[src/common/tcdm_pkg.sv]
// ------------------------------
// TCDM bank shared definitions
// Word geometry, request metadata
// and the atomic operation codes
// ------------------------------

package tcdm_pkg;

  // ------------------------------
  // Word geometry
  // ------------------------------
  parameter int unsigned DataWidth = 32;
  parameter int unsigned BeWidth   = DataWidth / 8;

  // ------------------------------
  // Request metadata
  // ------------------------------
  parameter int unsigned CoreIdWidth = 3;
  parameter int unsigned TagWidth    = 5;

  // Travels with every request, returned unchanged with the response
  typedef struct packed {
    logic [CoreIdWidth-1:0] core_id;
    logic [TagWidth-1:0]    tag;
  } meta_t;

  // RISC-V atomic operation codes as seen on the bank port
  typedef enum logic [3:0] {
    amo_none = 4'h0,
    amo_swap = 4'h1,
    amo_add  = 4'h2,
    amo_and  = 4'h3,
    amo_or   = 4'h4,
    amo_xor  = 4'h5,
    amo_max  = 4'h6,
    amo_maxu = 4'h7,
    amo_min  = 4'h8,
    amo_minu = 4'h9,
    amo_lr   = 4'hA,
    amo_sc   = 4'hB
  } amo_op_e;

endpackage

[src/logic/meta_spill_register.sv]
// ------------------------------
// Metadata buffer
// Two entries, no bypass
// ------------------------------

`timescale 1ns/1ps

module meta_spill_register (
  input  logic            clk_i,
  input  logic            rst_ni,
  input  logic            valid_i,
  output logic            ready_o,
  input  tcdm_pkg::meta_t data_i,
  output logic            valid_o,
  input  logic            ready_i,
  output tcdm_pkg::meta_t data_o
);

  tcdm_pkg::meta_t mem_q [2];
  logic [1:0]      count_q;
  logic            wr_ptr_q;
  logic            rd_ptr_q;
  logic            push;
  logic            pop;

  assign ready_o = (count_q != 2'd2);
  assign valid_o = (count_q != 2'd0);
  assign data_o  = mem_q[rd_ptr_q];
  assign push    = valid_i & ready_o;
  assign pop     = valid_o & ready_i;

  always_ff @(posedge clk_i or negedge rst_ni) begin
    if (!rst_ni) begin
      count_q  <= 2'd0;
      wr_ptr_q <= 1'b0;
      rd_ptr_q <= 1'b0;
    end else begin
      count_q  <= count_q + 2'(push) - 2'(pop);
      wr_ptr_q <= wr_ptr_q ^ push;
      rd_ptr_q <= rd_ptr_q ^ pop;
    end
  end

  always_ff @(posedge clk_i) begin
    if (push) begin
      mem_q[wr_ptr_q] <= data_i;
    end
  end

  // Upstream must never push into a full buffer
  a_no_overflow : assert property (
    @(posedge clk_i) disable iff (!rst_ni) valid_i |-> ready_o
  ) else $error("Metadata push while full");

endmodule

[src/logic/rdata_fall_through_register.sv]
// ------------------------------
// Read data buffer
// Passes data through when empty,
// holds it until popped
// ------------------------------

`timescale 1ns/1ps

module rdata_fall_through_register #(
  parameter int unsigned Width = tcdm_pkg::DataWidth
) (
  input  logic             clk_i,
  input  logic             rst_ni,
  input  logic             valid_i,
  output logic             ready_o,
  input  logic [Width-1:0] data_i,
  output logic             valid_o,
  input  logic             ready_i,
  output logic [Width-1:0] data_o
);

  logic             full_q;
  logic [Width-1:0] data_q;

  assign ready_o = ~full_q;
  assign valid_o = full_q | valid_i;
  assign data_o  = full_q ? data_q : data_i;

  always_ff @(posedge clk_i or negedge rst_ni) begin
    if (!rst_ni) begin
      full_q <= 1'b0;
    end else if (full_q) begin
      full_q <= ~ready_i;
    end else begin
      // Keep it only when not taken in passing
      full_q <= valid_i & ~ready_i;
    end
  end

  always_ff @(posedge clk_i) begin
    if (!full_q && valid_i) begin
      data_q <= data_i;
    end
  end

endmodule

[src/tcdm_adapter/amo_alu.sv]
// ------------------------------
// AMO ALU
// New memory word from old word and operand
// ------------------------------

`timescale 1ns/1ps

module amo_alu (
  input  tcdm_pkg::amo_op_e              op_i,
  input  logic [tcdm_pkg::DataWidth-1:0] mem_i,
  input  logic [tcdm_pkg::DataWidth-1:0] operand_i,
  output logic [tcdm_pkg::DataWidth-1:0] result_o
);

  localparam int unsigned Width = tcdm_pkg::DataWidth;

  logic             is_signed;
  logic             do_sub;
  logic             mem_less;
  logic [Width:0]   adder_a, adder_b, adder_sum;

  // Signed compares extend with the sign bit, unsigned with zero
  assign is_signed = op_i inside {tcdm_pkg::amo_max, tcdm_pkg::amo_min};
  assign do_sub    = op_i inside {tcdm_pkg::amo_max, tcdm_pkg::amo_min,
                                  tcdm_pkg::amo_maxu, tcdm_pkg::amo_minu};

  // One shared adder, subtraction by inverting b with carry in
  assign adder_a   = {is_signed & mem_i[Width-1], mem_i};
  assign adder_b   = {is_signed & operand_i[Width-1], operand_i} ^ {(Width+1){do_sub}};
  assign adder_sum = adder_a + adder_b + (Width+1)'(do_sub);

  // Sign of mem - operand
  assign mem_less = adder_sum[Width];

  always_comb begin
    unique case (op_i)
      tcdm_pkg::amo_swap: result_o = operand_i;
      tcdm_pkg::amo_add:  result_o = adder_sum[Width-1:0];
      tcdm_pkg::amo_and:  result_o = mem_i & operand_i;
      tcdm_pkg::amo_or:   result_o = mem_i | operand_i;
      tcdm_pkg::amo_xor:  result_o = mem_i ^ operand_i;
      tcdm_pkg::amo_max,
      tcdm_pkg::amo_maxu: result_o = mem_less ? operand_i : mem_i;
      tcdm_pkg::amo_min,
      tcdm_pkg::amo_minu: result_o = mem_less ? mem_i : operand_i;
      // Not a read-modify-write
      default:            result_o = '0;
    endcase
  end

endmodule

[src/tcdm_adapter/lrsc_reservation.sv]
// ------------------------------
// LR/SC reservation
// Single reservation for the bank,
// decides SC success per request
// ------------------------------

`timescale 1ns/1ps

module lrsc_reservation #(
  parameter int unsigned AddrWidth  = 8,
  parameter bit          LrScEnable = 1'b1
) (
  input  logic                              clk_i,
  input  logic                              rst_ni,
  input  logic                              accept_i,
  input  tcdm_pkg::amo_op_e                 amo_i,
  input  logic                              write_i,
  input  logic [AddrWidth-1:0]              addr_i,
  input  logic [tcdm_pkg::CoreIdWidth-1:0]  core_i,
  output logic                              sc_success_o,
  output logic                              sc_o
);

  logic                             res_valid_q, res_valid_d;
  logic [AddrWidth-1:0]             res_addr_q, res_addr_d;
  logic [tcdm_pkg::CoreIdWidth-1:0] res_core_q, res_core_d;
  logic                             is_rmw;

  assign is_rmw = ~(amo_i inside {tcdm_pkg::amo_none, tcdm_pkg::amo_lr, tcdm_pkg::amo_sc});

  always_comb begin
    res_valid_d  = res_valid_q;
    res_addr_d   = res_addr_q;
    res_core_d   = res_core_q;
    sc_success_o = 1'b0;
    if (accept_i) begin
      // LR takes the reservation if free or already ours
      if (amo_i == tcdm_pkg::amo_lr && (!res_valid_q || res_core_q == core_i)) begin
        res_valid_d = LrScEnable;
        res_addr_d  = addr_i;
        res_core_d  = core_i;
      end
      // Write or AMO by another core breaks it
      if (res_core_q != core_i && res_addr_q == addr_i && (write_i || is_rmw)) begin
        res_valid_d = 1'b0;
      end
      // SC from the holder always consumes the reservation
      if (res_valid_q && amo_i == tcdm_pkg::amo_sc && res_core_q == core_i) begin
        res_valid_d  = 1'b0;
        sc_success_o = (res_addr_q == addr_i) & LrScEnable;
      end
    end
  end

  always_ff @(posedge clk_i or negedge rst_ni) begin
    if (!rst_ni) begin
      res_valid_q <= 1'b0;
      sc_o        <= 1'b0;
    end else begin
      res_valid_q <= res_valid_d;
      // Marks the next response as an SC result
      sc_o        <= accept_i & (amo_i == tcdm_pkg::amo_sc) & LrScEnable;
    end
  end

  always_ff @(posedge clk_i) begin
    res_addr_q <= res_addr_d;
    res_core_q <= res_core_d;
  end

endmodule

[src/tcdm_adapter/tcdm_adapter.sv]
// ------------------------------
// TCDM bank adapter
// Turns valid/ready requests into SRAM strobes,
// returns metadata with read data and runs
// AMOs and LR/SC inside the bank
// ------------------------------

`timescale 1ns/1ps

module tcdm_adapter #(
  parameter int unsigned AddrWidth   = 8,
  parameter bit          RegisterAmo = 1'b0,
  parameter bit          LrScEnable  = 1'b1
) (
  input  logic                              clk_i,
  input  logic                              rst_ni,
  // Request from the interconnect
  input  logic                              in_valid_i,
  output logic                              in_ready_o,
  input  logic [AddrWidth-1:0]              in_address_i,
  input  tcdm_pkg::amo_op_e                 in_amo_i,
  input  logic                              in_write_i,
  input  logic [tcdm_pkg::DataWidth-1:0]    in_wdata_i,
  input  logic [tcdm_pkg::BeWidth-1:0]      in_be_i,
  input  tcdm_pkg::meta_t                   in_meta_i,
  // Response to the interconnect
  output logic                              in_valid_o,
  input  logic                              in_ready_i,
  output logic [tcdm_pkg::DataWidth-1:0]    in_rdata_o,
  output tcdm_pkg::meta_t                   in_meta_o,
  // SRAM strobes
  output logic                              out_req_o,
  output logic                              out_write_o,
  output logic [AddrWidth-1:0]              out_addr_o,
  output logic [tcdm_pkg::DataWidth-1:0]    out_wdata_o,
  output logic [tcdm_pkg::BeWidth-1:0]      out_be_o,
  input  logic [tcdm_pkg::DataWidth-1:0]    out_rdata_i
);

  typedef enum logic [1:0] {
    idle,
    do_amo,
    write_back
  } state_e;

  state_e state_q, state_d;

  logic meta_valid, meta_ready;
  logic rdata_valid, rdata_ready;
  logic pop_resp;
  logic accept;
  logic is_rmw;
  logic load_amo;
  logic out_gnt_q;
  logic sc_success, sc_success_q;
  logic sc_q;

  logic [tcdm_pkg::DataWidth-1:0] resp_data;
  logic [tcdm_pkg::DataWidth-1:0] amo_result, amo_result_q;
  logic [tcdm_pkg::DataWidth-1:0] operand_q;
  logic [AddrWidth-1:0]           addr_q;
  tcdm_pkg::amo_op_e              amo_op_q;

  // ------------------------------
  // Response path
  // ------------------------------
  // Loads, LR, SC and AMOs all answer, stores stay silent
  meta_spill_register i_meta_register (
    .clk_i  (clk_i),
    .rst_ni (rst_ni),
    .valid_i(accept & ~in_write_i),
    .ready_o(meta_ready),
    .data_i (in_meta_i),
    .valid_o(meta_valid),
    .ready_i(pop_resp),
    .data_o (in_meta_o)
  );

  // Read data lands one cycle after the strobe, held under back-pressure
  rdata_fall_through_register #(
    .Width(tcdm_pkg::DataWidth)
  ) i_rdata_register (
    .clk_i  (clk_i),
    .rst_ni (rst_ni),
    .valid_i(out_gnt_q),
    .ready_o(rdata_ready),
    .data_i (resp_data),
    .valid_o(rdata_valid),
    .ready_i(pop_resp),
    .data_o (in_rdata_o)
  );

  // Metadata is always there first, read data completes the response
  assign in_valid_o = meta_valid & rdata_valid;
  assign pop_resp   = in_valid_o & in_ready_i;

  // Stall while a response waits or an AMO owns the SRAM
  assign in_ready_o = (state_q == idle) & meta_ready & ~(in_valid_o & ~in_ready_i);
  assign accept     = in_valid_i & in_ready_o;

  // SC answers 0 on success, 1 on failure
  assign resp_data = sc_q ? {{(tcdm_pkg::DataWidth-1){1'b0}}, ~sc_success_q} : out_rdata_i;

  // ------------------------------
  // LR/SC
  // ------------------------------
  lrsc_reservation #(
    .AddrWidth (AddrWidth),
    .LrScEnable(LrScEnable)
  ) i_reservation (
    .clk_i       (clk_i),
    .rst_ni      (rst_ni),
    .accept_i    (accept),
    .amo_i       (in_amo_i),
    .write_i     (in_write_i),
    .addr_i      (in_address_i),
    .core_i      (in_meta_i.core_id),
    .sc_success_o(sc_success),
    .sc_o        (sc_q)
  );

  // ------------------------------
  // Atomics
  // ------------------------------
  assign is_rmw = ~(in_amo_i inside {tcdm_pkg::amo_none, tcdm_pkg::amo_lr, tcdm_pkg::amo_sc});

  // Old word straight from the SRAM in the do_amo cycle
  amo_alu i_amo_alu (
    .op_i     (amo_op_q),
    .mem_i    (out_rdata_i),
    .operand_i(operand_q),
    .result_o (amo_result)
  );

  always_comb begin
    state_d  = state_q;
    load_amo = 1'b0;
    // Default is the feed-through of the accepted request
    out_req_o   = accept;
    out_write_o = in_write_i | sc_success;
    out_addr_o  = in_address_i;
    out_wdata_o = in_wdata_i;
    out_be_o    = in_be_i;
    unique case (state_q)
      idle: begin
        if (accept && is_rmw) begin
          load_amo = 1'b1;
          state_d  = do_amo;
        end
      end
      do_amo, write_back: begin
        // Full-word write of the result, only once it is ready
        out_req_o   = !RegisterAmo || (state_q == write_back);
        out_write_o = 1'b1;
        out_addr_o  = addr_q;
        out_be_o    = '1;
        out_wdata_o = RegisterAmo ? amo_result_q : amo_result;
        state_d     = (RegisterAmo && state_q == do_amo) ? write_back : idle;
      end
      default: state_d = idle;
    endcase
  end

  always_ff @(posedge clk_i or negedge rst_ni) begin
    if (!rst_ni) begin
      state_q      <= idle;
      out_gnt_q    <= 1'b0;
      sc_success_q <= 1'b0;
    end else begin
      state_q      <= state_d;
      // Grant follows a read strobe or a successful SC by one cycle
      out_gnt_q    <= (out_req_o & ~out_write_o) | sc_success;
      sc_success_q <= sc_success;
    end
  end

  // AMO operands and the optional result slice
  always_ff @(posedge clk_i) begin
    if (load_amo) begin
      amo_op_q  <= in_amo_i;
      addr_q    <= in_address_i;
      operand_q <= in_wdata_i;
    end
    if (state_q == do_amo) begin
      amo_result_q <= amo_result;
    end
  end

  // ------------------------------
  // Checks
  // ------------------------------
  // One outstanding response at most, so the data buffer has room
  a_gnt_room : assert property (
    @(posedge clk_i) disable iff (!rst_ni) out_gnt_q |-> rdata_ready
  ) else $error("Read grant while data buffer is full");

  // An accepted AMO closes the port while it owns the SRAM
  a_busy_stall : assert property (
    @(posedge clk_i) disable iff (!rst_ni) (accept && is_rmw) |=> !in_ready_o
  ) else $error("Request accepted during AMO");

endmodule

[config.mk]
export PLATFORM = sky130hd
export DESIGN_NAME = tcdm_adapter
export DESIGN_NICKNAME = d
export VERILOG_FILES = /design/src/common/tcdm_pkg.sv /design/src/logic/meta_spill_register.sv /design/src/logic/rdata_fall_through_register.sv /design/src/tcdm_adapter/amo_alu.sv /design/src/tcdm_adapter/lrsc_reservation.sv /design/src/tcdm_adapter/tcdm_adapter.sv
export SDC_FILE = /design/constraint.sdc
export NUM_CORES = 1
export LEC_CHECK = 0
export BUFFER_PORTS_ARGS = -buffer_cell sky130_fd_sc_hd__buf_2
export CORE_ASPECT_RATIO = 1.1
export CORE_MARGIN = 5
export CORE_UTILIZATION = 27
export DETAILED_ROUTE_END_ITERATION = 8
export HOLD_SLACK_MARGIN = 0.12
export PLACE_DENSITY_LB_ADDON = 0.15
export SLEW_MARGIN = 20
export SYNTH_ARGS = -nofsm -noshare
export SYNTH_HDL_FRONTEND = slang
export SYNTH_HIERARCHICAL = 1
export SYNTH_SLANG_ARGS = --single-unit
[constraint.sdc]
create_clock -name clk_i -period 5.3 [get_ports clk_i]
set_input_delay 0.53 -clock clk_i [delete_from_list [all_inputs] [get_ports clk_i]]
set_output_delay 0.53 -clock clk_i [all_outputs]
set_load 0.01 [all_outputs]
======== Word-level counts from Yosys, hierarchy flattened ========
Memories as Yosys holds them, arrays and structs flattened.
Index checks and enable logic that the tools add are counted.
word-level totals
  register bits after elaboration ......... 98
  bits in writable memories ............... 16
  bits of input ports ..................... 93
  output and inout port bits .............. 88
  logic and storage cells ................. 113
  memories ................................ 1
memory list
  name                   depth  width  rd ports  clocked after memory_dff  write ports  line                       source
  i_meta_register.mem_q  2      8      1         0                         1            meta_spill_register.sv:19  tcdm_pkg::meta_t mem_q [2];
operators by class
  $add $sub $neg .......................... 4
  eq/ne operators ......................... 18
  multiplexer cells ....................... 22
  bitwise operators ....................... 30
  reduce and logical (&&, ||, !) cells .... 23
operators by type and width
  operator                                                                count
  32-bit case mux with 7 select lines                                     1
  32-bit two-way mux                                                      5
  33-bit by 1-bit adder with 33-bit output                                1
  33-bit adder                                                            1
  33-bit XOR                                                              1
  32-bit bitwise AND                                                      1
  32-bit bitwise OR                                                       1
  32-bit XOR                                                              1
  4-bit by 3-bit equality test with 1-bit output (second input constant)  4
  4-bit equality test (second input constant)                             4
  1-bit bitwise AND                                                       14
  1-bit two-way mux                                                       12
  4-bit by 2-bit equality test with 1-bit output (second input constant)  2
  8-bit equality test                                                     1
  8-bit two-way mux                                                       1
  1-bit logical AND                                                       7
  1-bit NOT                                                               7
  3-bit nonzero test                                                      2
  2-bit OR reduction                                                      3
  4-bit by 1-bit equality test with 1-bit output (second input constant)  1
  4-bit logical NOT                                                       1
  2-bit two-way mux                                                       2
  4-bit two-way mux                                                       1
  2-bit AND reduction                                                     2
  other kinds (15)                                                        21

======== Logic depth before layout (Yosys ltp) ========
  word-level depth ........................ 12
  depth in mapped cells ................... 18
  depth with buffers taken out ............ 15

======== Cells and area by module ========
The synthesis kept the hierarchy.
modules (own cells, without submodules)
  module                       instances  cells each  area each (µm²)  sequential area each (µm²)
  amo_alu                      1          596         4304.1           0.0
  tcdm_adapter                 1          148         2416.1           1396.3
  rdata_fall_through_register  1          73          1532.7           985.9
  meta_spill_register          1          48          804.5            580.6
  lrsc_reservation             1          41          575.6            380.4

======== Least setup slack after synthesis ========
Ideal clock, no wire load.
  path kind ............................... register -> output
  start ................................... register amo_op_q[1]
  end ..................................... output port out_wdata_o[28] (netlist bit)
  arrival ................................. 4.322 ns
  data required time ...................... 4.770 ns
  slack ................................... 0.448 ns
  cell stages (with the launch flop) ...... 18
  path buffers ............................ 3
  cell sequence ........................... edfxtp_1 -> and3b_1 -> nor2_1 -> clkbuf_1 -> xnor2_1 -> ha_1 -> clkbuf_1 -> nand2_1 -> or3_1 -> nor2_1 -> nand3_1 -> o211ai_2 -> mux2i_1 -> o221ai_2 -> or2_1 -> buf_2 -> a221o_1 -> mux2_2
between the ends
  word-level cells in the longest chain between the ends .. 9
  elaborated cells between the ends (all ways) .. 22
  classes of those cells .................. add/sub (2); eq/ne (9); mux (4); bitwise (3); reduce/logical (4)
ends and longest elaborated chain
  what                                                                                   line                                         source
  start: declaration                                                                     tcdm_adapter.sv:62                           tcdm_pkg::amo_op_e amo_op_q;
  start signal: assignment                                                               tcdm_adapter.sv:180                          amo_op_q <= in_amo_i;
  4-bit by 3-bit equality test with 1-bit output or 4-bit equality test (tied branches)  amo_alu.sv:23, amo_alu.sv:24, amo_alu.sv:36
  2-bit nonzero test                                                                     amo_alu.sv:23                                assign is_signed = op_i inside {tcdm_pkg::amo_max, tcdm_pkg::amo_min};
  1-bit bitwise AND                                                                      amo_alu.sv:29                                assign adder_b = {is_signed & operand_i[Width-1], operand_i} ^ {(Width+1){do_sub}};
  33-bit XOR                                                                             amo_alu.sv:29
  33-bit adder                                                                           amo_alu.sv:30                                assign adder_sum = adder_a + adder_b + (Width+1)'(do_sub);
  33-bit by 1-bit adder with 33-bit output                                               amo_alu.sv:30
  32-bit two-way mux (on tied branches)                                                  amo_alu.sv:45, amo_alu.sv:43
  32-bit case mux with 7 select lines *                                                  amo_alu.sv:36                                unique case (op_i)
  named net amo_result, one bit                                                          tcdm_adapter.sv:59                           logic [tcdm_pkg::DataWidth-1:0] amo_result, amo_result_q;
  32-bit two-way mux *                                                                   tcdm_adapter.sv:144                          unique case (state_q)
  end: declaration                                                                       tcdm_adapter.sv:35                           output logic [tcdm_pkg::DataWidth-1:0] out_wdata_o,
Mark *: on every way through the listed nets, which the timed path passes. The rest lies on a longest branch.

======== Worst setup path in the final report ========
  start ................................... register amo_op_q[1]
  end ..................................... output port out_wdata_o[31] (netlist bit)
The elaborated chain is that of the path after synthesis.

==> metrics.md <==
| Metric | Value |
|---|---|
| Status | finished clean |
| Clk Latency, worst-skew pair | around 0.44 ns |
| Slew headroom | 34.48% |
| Initial antenna violation count | 2 |
| FP Rows | 72 |
| Cell Int Power | 3271 uW |
| Cell Chain, Critical Path | and3b_2 -> nor2_4 -> buf_12 -> buf_8 -> xnor2_2 -> ha_2 -> nand2_2 -> or3_4 -> nor2_4 -> nand3_2 -> o211ai_2 -> mux2i_2 -> o221ai_4 -> a221o_1 -> a221o_1 -> mux2_4 -> buf_6 |
| Data required, critical path | around 4.8 ns |
| Hold_sp | in_meta_i[3] |
| Fin crit share | 98.54% |
| Gate Count Post-Synth | between 900 and 1000 |
| Synth warnings | 6 |
| DP Worst Slack | 0.3074 ns |
| Clock Tree Buf Depth | 2 |
| Fmax | 191.5 MHz |
| Placed cells | around 1500 |
| CP peak stage delay | 0.51 ns |
| CTS clk-pin slew, worst paths | about 0.070 ns |
| Antenna-violating nets left | 0 |
| Multi-input logic area | 5974 sq um |
| Area of the mapped netlist | between 9000 and 10000 sq um |
| Clock power share | between 20% and 30% |
| 1st-iter DRT viols | 453 |
| Post-synthesis net count | roughly 1100 |
| FF-to-FF setup slack | 2.68 ns |
| Clock root cell | clkbuf_16 |
| Fillers | around 3700 |
| Core area | 35220 sq um |
| CTS H-tree lvls | 4 |
| R2r endpoint | i_reservation/res_addr_q[3] |
| Path depth of the worst reg2reg path | 6 |
| Sw Pwr | 2301 uW |
| Via count | 7731 |
| Remaining DRCs | 0 |
| Reg-to-reg critical path startpoint | i_meta_register/count_q[0] |
| Final Max Slew Viols | 0 |
| Power consumption | 5572 uW |
| First-pass GRT wire length | ~45000 um |
| Vias/cell | about 4.8 |
| Crit start category | flip-flop |
| Sequential share of power | 23.1% |
| Nets@finish | between 1000 and 1500 |
| WP data arrival | 4.69 ns |
| Largest net degree at the start of global routing | 46 |
| Final worst slack | roughly 0.077 ns |
| Final setup vio count | 0 |
| Final global-route overflow total | 0 |
| VDD IR max | 263.5 uV |
| CP Capture Type | output port |
| Leakage power | 0.005275 uW |
| Slowest cell on crit path | edfxtp_1 |
| Hold WC Path Type | in2reg |
| Fin util | 34.47% |
| Cell Area, Placed | 11070 sq um |
| GRT Total Usage | roughly 14% |
| Share of layout cells above drive strength 1 | 35.82% |
| DR pass1 iterations | 5 |
| Routability cong. | 0.8190 |
| RSZ-0062 raised after global routing | yes |
| CTS tree | yes |
| Port Buffers | 180 |
| Vias in the first global route | between 7000 and 8000 |
| Hold Path End | i_meta_register/mem_q[1][3] |
| Post-route insts no fill | 1606 |
| Switching part of the total | 41.30% |
| Clock Skew | about 0.0058 ns |
| Initial core utilization | 27.34% |
| Die W | 190.1 um |
| Actual slew at the worst max-slew pin | slightly below 1 ns |
| Num CTS Buffers | 17 |
| Ant. Diodes | 0 |
| Hold Path Depth | 1 |
| Flip-flop and latch area | between 3000 and 4000 sq um |
| Final wirelength | 29180 um |
| Number of top-level pins | between 150 and 200 |
| Max-cap violations | 0 |
| Die H | 208.1 um |
| Critical path class | reg2out |
| Cell area after layout | around 12000 sq um |
| Per-cell routed wire length | about 18 um |
| Combinational Power Share | 56.8% |
| Post-route minimum period | 5.223 ns |
| Final hold violation count | 0 |
| Pwr dens | between 400 and 500 nW/um^2 |
| Area Growth Syn to Fin | 26.09% |
| Die area | 39540 sq um |
| CTS Sinks | 113 |
| Syn_area_per_cell | 10.64 sq um |
| DP HPWL | ~21000 um |
| Maximum fanout along the worst path | 8 |
power groups by stage:
stage,Clock (uW),Sequential [uW],Combinational (uW)
after global routing,1200,1310,3480
after global placement,0,1300,2940
final,1120,1290,3160
after CTS,1170,1290,3050
after detailed placement,0,1300,2940
after floorplan,0,1250,2140
cell type report:
| class | count | area share (%) |
|---|---|---|
| multi-input combinational | 675 | 49.21 |
| sequential | 113 | 27.57 |
| timing repair buffer | 229 | 11.26 |
| tap | 481 | 4.957 |
| clock buffer | 17 | 3.504 |
| inverter | 76 | 2.350 |
| clock inverter | 15 | 1.154 |
worst max path at each step:
stage / from / end / slack [ns] / cells after the start
2_1_floorplan: amo_op_q[1] / out_wdata_o[28] / 0.45 / 17
3_3_place_gp: amo_op_q[2] / out_wdata_o[1] / 0.38 / 16
3_5_place_dp: amo_op_q[2] / out_wdata_o[1] / 0.31 / 16
4_1_cts: amo_op_q[1] / out_wdata_o[27] / 0.0009 / 17
5_1_grt: amo_op_q[1] / out_wdata_o[27] / -0.13 / 18
6_report: amo_op_q[1] / out_wdata_o[31] / 0.08 / 17
what timing repair did:
action	in CTS	in global routing
endpoints found under the hold margin	10	0
resized for setup	12	48
pin swaps	9	12
setup buffers	15	12
gates cloned	0	1
hold buffers	1	0
setup endpoints to repair	32	32
sequential cells by signal (all words and copies together) (netlist names):
signal	cells
i_rdata_register/data_q	32
operand_q	32
i_meta_register/mem_q	16
addr_q	8
i_reservation/res_addr_q	8
amo_op_q	4
i_reservation/res_core_q	3
i_meta_register/count_q	2
i_meta_register/rd_ptr_q	1
i_meta_register/wr_ptr_q	1
i_rdata_register/full_q	1
i_reservation/res_valid_q	1
i_reservation/sc_o	1
out_gnt_q	1
sc_success_q	1
state_q	1
layer usage:
layer	up-vias	GRT usage [%]	wire [um]
li1	3778	-	-
met1	3751	17.79	13020
met2	169	24.94	14350
met3	29	4.006	1429
met4	4	3.817	366
met5	-	0	19
metrics by stage:
stage                     setup TNS, ns  hold slack, ns
final                                 0          0.2757
after global routing             -1.131          0.2470
after CTS                             0          0.2413
after detailed placement              0          0.4212
after global placement                0          0.4126
after floorplan                       0          0.2344
cell usage in the layout (no fill, tap or decap), types with 4 or more instances in the layout:
master,n
nand4_1,8
a21oi_1,41
buf_6,7
edfxtp_1,103
buf_4,39
and2_1,6
a22oi_1,18
mux2_4,63
a222oi_1,5
o21ai_0,54
dfrtp_1,7
xnor2_1,57
inv_8,5
o221ai_1,4
nor2_1,31
xor2_1,14
nand2_1,36
nand2b_1,5
o21bai_1,4
mux2_2,17
and2b_1,4
inv_1,75
a21o_1,17
buf_2,177
a221oi_1,8
and3_1,5
o211ai_1,4
clkbuf_16,18
nor2b_1,33
nand3_1,8
ha_2,5
or3_1,4
inv_6,6
a221o_1,32
ha_1,91
nor3_1,6
or2_2,8
critical path, delay by kind of cell, from the launching register on:
| family | cells | cell delay (ns) |
|---|---|---|
| flip-flops | 1 | 0.51 |
| multiplexers | 2 | 0.64 |
| XOR/XNOR | 1 | 0.06 |
| AND/OR/NAND/NOR | 6 | 1.09 |
| AO/OA/AOI/OAI | 4 | 1.14 |
| buffers and inverters | 3 | 0.39 |
| adder cells (fa/ha/maj) | 1 | 0.39 |
(Power assumes the default switching activity.)
